<file path="config.mk">
export PLATFORM = sky130hd
export DESIGN_NAME = hb_controller_flat
export DESIGN_NICKNAME = d
export VERILOG_FILES = /design/src/hdl/hb_pkg.sv /design/src/hdl/hb_bus_if.sv /design/src/hdl/bus_arbiter.sv /design/src/hdl/address_decoder.sv /design/src/hdl/hb_controller.sv /design/src/flat_wrapper.sv
export VERILOG_INCLUDE_DIRS = /design/src /design/src/hdl
export SDC_FILE = /design/constraint.sdc
export NUM_CORES = 1
export LEC_CHECK = 0
export ABC_CLOCK_PERIOD_IN_PS = 3000
export BUFFER_PORTS_ARGS = -buffer_cell sky130_fd_sc_hd__buf_2
export CAP_MARGIN = 0
export CORE_AREA = 2 2 117 119
export CTS_CLUSTER_DIAMETER = 40
export CTS_CLUSTER_SIZE = 40
export DETAILED_ROUTE_END_ITERATION = 7
export DIE_AREA = 0 0 119 121
export PLACE_DENSITY = 0.52
export SETUP_SLACK_MARGIN = 0.4
export SLEW_MARGIN = 20
export SYNTH_ARGS = -nofsm -noshare
export SYNTH_HDL_FRONTEND = slang
export SYNTH_HIERARCHICAL = 1
export SYNTH_SLANG_ARGS = --single-unit
</file>
<file path="constraint.sdc">
create_clock -name clk -period 3 [get_ports clk]
set_input_delay 0.45 -clock clk [delete_from_list [all_inputs] [get_ports clk]]
set_output_delay 0.45 -clock clk [all_outputs]
set_load 0.02 [all_outputs]
</file>
<file path="src/hdl/hb_defines.svh">
`ifndef HB_DEFINES_SVH
`define HB_DEFINES_SVH

// bus population
`define HB_MASTER_NUM 2
`define HB_SLAVE_NUM 2

// master side and slave side address widths
`define HB_ADDR_WIDTH 16
`define HB_SLAVE_ADDR_WIDTH 12

// first address of slave 1, slave 0 sits below it
`define HB_ADDR_SPLIT 16'h1000

// wait slave latency, in cycles from first select to wait_finish
`define HB_WAIT_CYCLES 3

// slave depths in 32-bit words
`define HB_RAM_WORDS 256
`define HB_REG_WORDS 16

`endif

</file>
<file path="src/hdl/hb_pkg.sv">
`default_nettype none

`include "hb_defines.svh"

package hb_pkg;

  typedef logic [`HB_ADDR_WIDTH-1:0] hb_addr_t;
  typedef logic [`HB_SLAVE_ADDR_WIDTH-1:0] hb_slave_addr_t;
  typedef logic [31:0] hb_data_t;
  // 0 byte, 1 halfword, 2 word
  typedef logic [1:0] hb_width_t;
  typedef logic [3:0] hb_strb_t;
  typedef logic [`HB_SLAVE_NUM-1:0] hb_sel_t;
  typedef logic [`HB_MASTER_NUM-1:0] hb_grant_t;

  // lane enables for a write, data is already placed in its byte lanes
  function automatic hb_strb_t hb_byte_en(hb_width_t width, logic [1:0] offset);
    case (width)
      2'd0: hb_byte_en = hb_strb_t'(4'b0001 << offset);
      2'd1: hb_byte_en = offset[1] ? 4'b1100 : 4'b0011;
      default: hb_byte_en = 4'b1111;
    endcase
  endfunction

endpackage

`default_nettype wire

</file>
<file path="src/hdl/hb_bus_if.sv">
`default_nettype none

`include "hb_defines.svh"

interface hb_bus_if
  import hb_pkg::*;
();

  // command side, driven by the controller only
  hb_slave_addr_t raddr;
  hb_slave_addr_t waddr;
  hb_data_t wdata;
  hb_width_t write_width;
  hb_sel_t ren;
  hb_sel_t wen;

  // return side, each slave drives its own element
  wire hb_data_t rdata [`HB_SLAVE_NUM];
  wire hb_sel_t wait_finish;

  modport controller (
    output raddr, waddr, wdata, write_width, ren, wen,
    input rdata, wait_finish
  );

  modport slave (
    input raddr, waddr, wdata, write_width, ren, wen,
    output rdata, wait_finish
  );

endinterface

`default_nettype wire

</file>
<file path="src/hdl/bus_arbiter.sv">
`default_nettype none

`include "hb_defines.svh"

module bus_arbiter
  import hb_pkg::*;
(
  input wire logic clk,
  input wire logic reset,
  input wire hb_grant_t req,
  input wire logic frame_done,
  output hb_grant_t accept,
  output logic busy
);

  hb_grant_t grant_q;
  hb_grant_t pick;

  // lowest index wins, master 0 is the core
  always_comb begin
    pick = '0;
    for (int i = `HB_MASTER_NUM - 1; i >= 0; i--) begin
      if (req[i]) begin
        pick = hb_grant_t'(1) << i;
      end
    end
  end

  // grant holds for the whole frame
  always_ff @(posedge clk) begin
    if (reset) begin
      grant_q <= '0;
    end else if (grant_q != '0) begin
      if (frame_done) begin
        grant_q <= '0;
      end
    end else begin
      grant_q <= pick;
    end
  end

  assign accept = grant_q;
  assign busy = |grant_q;

  // at most one master owns the bus
  a_grant_onehot : assert property (
    @(posedge clk) disable iff (reset)
    $onehot0(accept)
  );

endmodule

`default_nettype wire

</file>
<file path="src/hdl/address_decoder.sv">
`default_nettype none

`include "hb_defines.svh"

module address_decoder
  import hb_pkg::*;
(
  input wire hb_addr_t addr,
  output hb_sel_t sel,
  output hb_slave_addr_t mapped_addr
);

  hb_addr_t base;
  hb_addr_t offset;

  // two regions, the split address belongs to slave 1
  always_comb begin
    if (addr < `HB_ADDR_SPLIT) begin
      sel = hb_sel_t'(1);
      base = '0;
    end else begin
      sel = hb_sel_t'(2);
      base = `HB_ADDR_SPLIT;
    end
  end

  assign offset = addr - base;

  // slave sees only its own window
  assign mapped_addr = offset[`HB_SLAVE_ADDR_WIDTH-1:0];

endmodule

`default_nettype wire

</file>
<file path="src/hdl/hb_controller.sv">
`default_nettype none

`include "hb_defines.svh"

module hb_controller
  import hb_pkg::*;
(
  input wire logic clk,
  input wire logic reset,
  input wire hb_grant_t req,
  input wire hb_grant_t read,
  input wire hb_grant_t write,
  input wire hb_addr_t raddr [`HB_MASTER_NUM],
  input wire hb_addr_t waddr [`HB_MASTER_NUM],
  input wire hb_data_t wdata [`HB_MASTER_NUM],
  input wire hb_width_t write_width [`HB_MASTER_NUM],
  output hb_data_t master_rdata,
  output hb_grant_t master_accept,
  output logic stall_req,
  hb_bus_if.controller bus
);

  hb_grant_t grant;
  logic busy;
  logic frame_done;

  bus_arbiter u_arbiter (
    .clk(clk),
    .reset(reset),
    .req(req),
    .frame_done(frame_done),
    .accept(grant),
    .busy(busy)
  );

  assign master_accept = grant;

  // command of the granted master
  logic op_read;
  logic op_write;
  hb_addr_t raddr_mux;
  hb_addr_t waddr_mux;
  hb_data_t wdata_mux;
  hb_width_t width_mux;

  always_comb begin
    op_read = 1'b0;
    op_write = 1'b0;
    raddr_mux = '0;
    waddr_mux = '0;
    wdata_mux = '0;
    width_mux = '0;
    for (int i = 0; i < `HB_MASTER_NUM; i++) begin
      if (grant[i]) begin
        op_read = read[i];
        op_write = write[i];
        raddr_mux = raddr[i];
        waddr_mux = waddr[i];
        wdata_mux = wdata[i];
        width_mux = write_width[i];
      end
    end
  end

  hb_sel_t rsel;
  hb_sel_t wsel;
  hb_slave_addr_t raddr_rel;
  hb_slave_addr_t waddr_rel;

  address_decoder u_rdec (
    .addr(raddr_mux),
    .sel(rsel),
    .mapped_addr(raddr_rel)
  );

  address_decoder u_wdec (
    .addr(waddr_mux),
    .sel(wsel),
    .mapped_addr(waddr_rel)
  );

  // write wins when both are asserted
  logic hb_ren;
  logic hb_wen;
  hb_sel_t slave_rsel;
  hb_sel_t slave_wsel;

  assign hb_wen = busy && op_write;
  assign hb_ren = busy && op_read && !op_write;
  assign slave_rsel = hb_ren ? rsel : '0;
  assign slave_wsel = hb_wen ? wsel : '0;

  logic read_wait_finish;
  logic write_wait_finish;
  logic read_finish;
  logic read_stall;
  logic write_stall;
  logic arbiter_stall;

  assign read_wait_finish = |(bus.wait_finish & slave_rsel);
  assign write_wait_finish = |(bus.wait_finish & slave_wsel);
  assign write_stall = hb_wen && !write_wait_finish;
  // reads always spend one extra cycle for the registered data
  assign read_stall = hb_ren && !read_finish;
  assign arbiter_stall = |(req & ~grant);
  assign stall_req = arbiter_stall || write_stall || read_stall;

  always_comb begin
    if (hb_wen) begin
      frame_done = write_wait_finish;
    end else if (hb_ren) begin
      frame_done = read_finish;
    end else begin
      frame_done = busy;
    end
  end

  hb_sel_t rsel_last;

  always_ff @(posedge clk) begin
    if (reset) begin
      read_finish <= 1'b0;
      rsel_last <= '0;
    end else begin
      rsel_last <= slave_rsel;
      if (frame_done) begin
        read_finish <= 1'b0;
      end else if (read_wait_finish) begin
        read_finish <= 1'b1;
      end
    end
  end

  assign bus.raddr = raddr_rel;
  assign bus.waddr = waddr_rel;
  assign bus.wdata = wdata_mux;
  assign bus.write_width = width_mux;
  assign bus.ren = read_stall ? slave_rsel : '0;
  assign bus.wen = slave_wsel;

  // data belongs to the slave read one cycle ago
  always_comb begin
    master_rdata = '0;
    for (int i = 0; i < `HB_SLAVE_NUM; i++) begin
      if (rsel_last[i]) begin
        master_rdata = bus.rdata[i];
      end
    end
  end

  a_ren_wen_excl : assert property (
    @(posedge clk) disable iff (reset)
    !((|bus.ren) && (|bus.wen))
  );

endmodule

`default_nettype wire

</file>
<file path="src/flat_wrapper.sv">
// flat-port wrapper written by rule: the top's interface ports become plain ports
module hb_controller_flat import hb_pkg::*;
  (clk, reset, req, read, write, raddr, waddr, wdata, write_width, master_rdata, master_accept, stall_req, bus_raddr, bus_waddr, bus_wdata, bus_write_width, bus_ren, bus_wen, bus_rdata, bus_wait_finish);
  hb_bus_if bus_i ();
  input wire logic clk;
  input wire logic reset;
  input wire hb_grant_t req;
  input wire hb_grant_t read;
  input wire hb_grant_t write;
  input wire hb_addr_t raddr[`HB_MASTER_NUM];
  input wire hb_addr_t waddr[`HB_MASTER_NUM];
  input wire hb_data_t wdata[`HB_MASTER_NUM];
  input wire hb_width_t write_width[`HB_MASTER_NUM];
  output hb_data_t master_rdata;
  output hb_grant_t master_accept;
  output logic stall_req;
  output wire logic [$bits(bus_i.raddr)-1:0] bus_raddr;
  output wire logic [$bits(bus_i.waddr)-1:0] bus_waddr;
  output wire logic [$bits(bus_i.wdata)-1:0] bus_wdata;
  output wire logic [$bits(bus_i.write_width)-1:0] bus_write_width;
  output wire logic [$bits(bus_i.ren)-1:0] bus_ren;
  output wire logic [$bits(bus_i.wen)-1:0] bus_wen;
  input wire logic [$bits(bus_i.rdata)-1:0] bus_rdata;
  input wire logic [$bits(bus_i.wait_finish)-1:0] bus_wait_finish;
  assign bus_raddr = bus_i.raddr;
  assign bus_waddr = bus_i.waddr;
  assign bus_wdata = bus_i.wdata;
  assign bus_write_width = bus_i.write_width;
  assign bus_ren = bus_i.ren;
  assign bus_wen = bus_i.wen;
  assign bus_i.rdata = {>>{bus_rdata}};
  assign bus_i.wait_finish = bus_wait_finish;
  hb_controller u_core (.clk(clk), .reset(reset), .req(req), .read(read), .write(write), .raddr(raddr), .waddr(waddr), .wdata(wdata), .write_width(write_width), .master_rdata(master_rdata), .master_accept(master_accept), .stall_req(stall_req), .bus(bus_i));
endmodule
</file>
==> metrics.txt <==
max capacitance violation total=0; clock tree from TritonCTS=done; detail-routed net length per standard cell=about 16 um; path class of the lowest-slack min-delay path=primary input to register; worst setup path end=stall_req; final setup violating endpoints=0; iteration-0 DRC count of the detailed router=between 50 and 60; Synth Instances=about 190; Worst Path Required=between 2000 and 3000 ps; mean post-synth cell area=8.758 sq um; first drt pass iteration count=4; startpoint of the worst hold path=reset; Detail Placement HPWL=8.816 mm; # fillers=around 1,400; CTS max path bufs=2; insertion delay of the later-clocked pin in the worst-skew pair=between 200 and 250 ps; post-synth net total=400; vias per std cell=4.329; sequential share of the synthesized area=under 10%; worst slack after detailed placement=between 500 and 600 ps; Syn-to-layout area delta=89.69%; maximum number of pins on one net before global-route repair=34; CTS hold repair buffers=0; core area=approximately 0.013 sq mm; number of nets at the end of the flow=approximately 670; fin crit share=83.58%; horizontal die dimension=119 um; Detail Route Antenna Nets=0; register-to-register path setup slack=830 ps; setup repair after global routing missed its margin=false; Tightest Pin Transition=around 610 ps; Pwr Density=approximately 290 mW/mm^2; area used by multi-input combinational logic=0.001224 sq mm; DR DRC count=0; maximum fanout along the worst path=8; clock skew=around 1.8 ps; Final Critical Period=between 2000 and 3000 ps; Seq. cell area=~100 sq um; Global Route Usage Sum=12.78%; worst slack on hold paths=around 440 ps; Lkg Pwr=1.935 nW; Final Slew Violations=0; run status=finished clean; number of port buffers=around 300; peak clock frequency supported by timing=398.8 MHz; count of state elements after synthesis=5; worst setup path start=u_core/u_arbiter/accept[1]$_SDFFE_PP0P_; H-Tree Level Count=1; clock input transition at the sequential cells of the worst setup and hold paths=approximately 30 ps; worst-case setup margin in the final layout=between 400 and 500 ps; cell at the root of the clock tree=sky130_fd_sc_hd__clkbuf_16; GP Congestion=roughly 0.76; number of warning messages in the yosys log=6; mapped cell area=about 0.0017 sq mm; effective utilization at floorplan=12.99%; Setup Total Neg Slack=0 ps; CP startpoint kind=register; overall die area=0.01440 sq mm; number of CTS-inserted buffers=3; critical path data arrival time=a little over 2000 ps; vias in the first global route=~2,800; vias after detailed routing=2,766; DRT Wirelength=roughly 10 mm; IO Pins=just over 300; DIE HEIGHT=between 100 and 150 um; worst slew margin relative to its limit=approximately 59%; capturing element type of the critical path=primary output; number of hold violations in the final report=0; worst reg2reg path startpoint=u_core/u_arbiter/accept[1]$_SDFFE_PP0P_; Placed Area=between 0.003 and 0.004 sq mm; global-route wire length before repair=about 14 mm; VDD IR-drop max=between 0.1 and 0.15 mV; residual overflow from global routing=0; Cell variety after synth=33; start-to-end type of the worst setup path=register to primary output; Clock Sinks=5; design area=between 0.003 and 0.004 sq mm; top cell type by total area after synthesis=sky130_fd_sc_hd__a22o_2; largest cells by area after synthesis=sky130_fd_sc_hd__a22o_2 33%, sky130_fd_sc_hd__a22o_1 20%, sky130_fd_sc_hd__buf_4 11%; fraction of layout cells with a size suffix above 1=82.03%; antenna violations before repair=1; share of Yosys cell area claimed by the top area cell type=roughly 33%; R2R depth=8; Core Rows=42; reg-to-reg critical path endpoint=u_core/u_arbiter/accept[0]$_SDFFE_PP0P_
[state kept, by name, indices dropped and copies added, names as in the netlist]
register / cells
u_core/rsel_last: 2
u_core/u_arbiter/accept: 2
u_core/read_finish: 1
[per-layer routing]
layer | vias up | share of wire, % | global-route usage (%)
li1 | 1302 | - | -
met1 | 1269 | 37 | 13.40
met2 | 189 | 52 | 25.18
met3 | 6 | 10 | 3.759
met4 | 0 | 1.6 | 2.307
met5 | - | 0 | 0
[where the power goes]
group | internal [mW] | switching (mW) | total (mW)
clock | 0.176 | 0.0458 | 0.222
combinational | 0.287 | 0.336 | 0.624
sequential | 0.0703 | 0.00469 | 0.0750
[logic make-up (layout without fill, tap and decap cells)]
| group | count (synthesis) | in the layout | synth area share (%) |
|---|---|---|---|
| buffers and inverters | 50 | 318 | 23.34 |
| AND/OR/NAND/NOR | 30 | 30 | 11.12 |
| flip-flops | 5 | 5 | 5.891 |
| AO/OA/AOI/OAI | 109 | 109 | 59.65 |
| other | 0 | 1 | 0 |
[area by class of cell]
| class | instances | area share (%) |
|---|---|---|
| sequential | 5 | 3.222 |
| multi-input combinational | 139 | 37.97 |
| clock buffer | 4 | 2.446 |
| antenna | 1 | 0.07764 |
| tap | 176 | 6.832 |
| inverter | 4 | 0.4658 |
| timing repair buffer | 310 | 48.99 |
[placed cells by master, fill, tap and decap left out, types with 3 or more instances in the layout]
master	netlist	routed
sky130_fd_sc_hd__inv_1	4	4
sky130_fd_sc_hd__nand2_1	8	8
sky130_fd_sc_hd__dfxtp_1	5	4
sky130_fd_sc_hd__and2_1	4	4
sky130_fd_sc_hd__buf_2	5	302
sky130_fd_sc_hd__clkbuf_16	0	3
sky130_fd_sc_hd__a22o_2	56	56
sky130_fd_sc_hd__buf_4	26	6
sky130_fd_sc_hd__o21ai_0	3	3
sky130_fd_sc_hd__a22o_1	39	39
[repair_timing]
item	in CTS	in global routing
endpoints found under the setup margin	3	3
hold endpoints to repair	0	0
pin swaps	0	1
gates resized for setup	1	4
cloned	0	0
setup buffers	1	0
[worst max-delay path: stages (launching register included)]
cell	delay (ps)
sky130_fd_sc_hd__dfxtp_4	400
sky130_fd_sc_hd__nor2b_4	70
sky130_fd_sc_hd__a22o_1	200
sky130_fd_sc_hd__or4_1	570
sky130_fd_sc_hd__a22oi_2	190
sky130_fd_sc_hd__a311o_1	210
sky130_fd_sc_hd__buf_2	170
[Yosys cell counts]
master,n
sky130_fd_sc_hd__nand4bb_2,1
sky130_fd_sc_hd__a21oi_2,1
sky130_fd_sc_hd__nor4_1,2
sky130_fd_sc_hd__buf_2,5
sky130_fd_sc_hd__nand2_1,8
sky130_fd_sc_hd__nor2_1,2
sky130_fd_sc_hd__a211oi_2,2
sky130_fd_sc_hd__a22o_2,56
sky130_fd_sc_hd__dfxtp_1,5
sky130_fd_sc_hd__buf_12,6
sky130_fd_sc_hd__or4b_4,1
sky130_fd_sc_hd__nand3b_1,2
sky130_fd_sc_hd__a2bb2oi_1,1
sky130_fd_sc_hd__or2b_1,1
sky130_fd_sc_hd__o21ai_0,3
sky130_fd_sc_hd__nor2b_1,2
sky130_fd_sc_hd__or2_1,1
sky130_fd_sc_hd__a32o_1,1
sky130_fd_sc_hd__clkbuf_1,8
sky130_fd_sc_hd__a21boi_0,1
sky130_fd_sc_hd__buf_4,26
sky130_fd_sc_hd__or4_1,2
sky130_fd_sc_hd__nand2b_1,1
sky130_fd_sc_hd__a311o_1,1
sky130_fd_sc_hd__o22ai_1,1
sky130_fd_sc_hd__a22o_1,39
sky130_fd_sc_hd__and3_1,2
sky130_fd_sc_hd__buf_6,1
sky130_fd_sc_hd__and2_1,4
sky130_fd_sc_hd__a22oi_1,2
sky130_fd_sc_hd__a21oi_1,1
sky130_fd_sc_hd__or3b_1,1
sky130_fd_sc_hd__inv_1,4
[how the worst min path moves through the flow]
stage,end,slack (ps),cells past startpoint
4_1_cts,u_core/u_arbiter/accept[1]$_SDFFE_PP0P_,430,2
6_report,u_core/u_arbiter/accept[1]$_SDFFE_PP0P_,440,2
2_1_floorplan,u_core/u_arbiter/accept[1]$_SDFFE_PP0P_,510,1
3_5_place_dp,u_core/read_finish$_SDFFE_PP0P_,550,1
3_3_place_gp,u_core/read_finish$_SDFFE_PP0P_,530,1
5_1_grt,u_core/u_arbiter/accept[1]$_SDFFE_PP0P_,430,2
[metrics by stage]
step           utilization [%]  cells  total power [mW]
6_report                 24.63    639            0.9209
5_1_grt                  24.63    639            0.9813
4_1_cts                  24.47    638            0.9233
3_5_place_dp             23.79    633            0.6941
3_3_place_gp             23.79    633            0.6844
2_1_floorplan                -    194            0.5060
(Power assumes the default switching activity.)
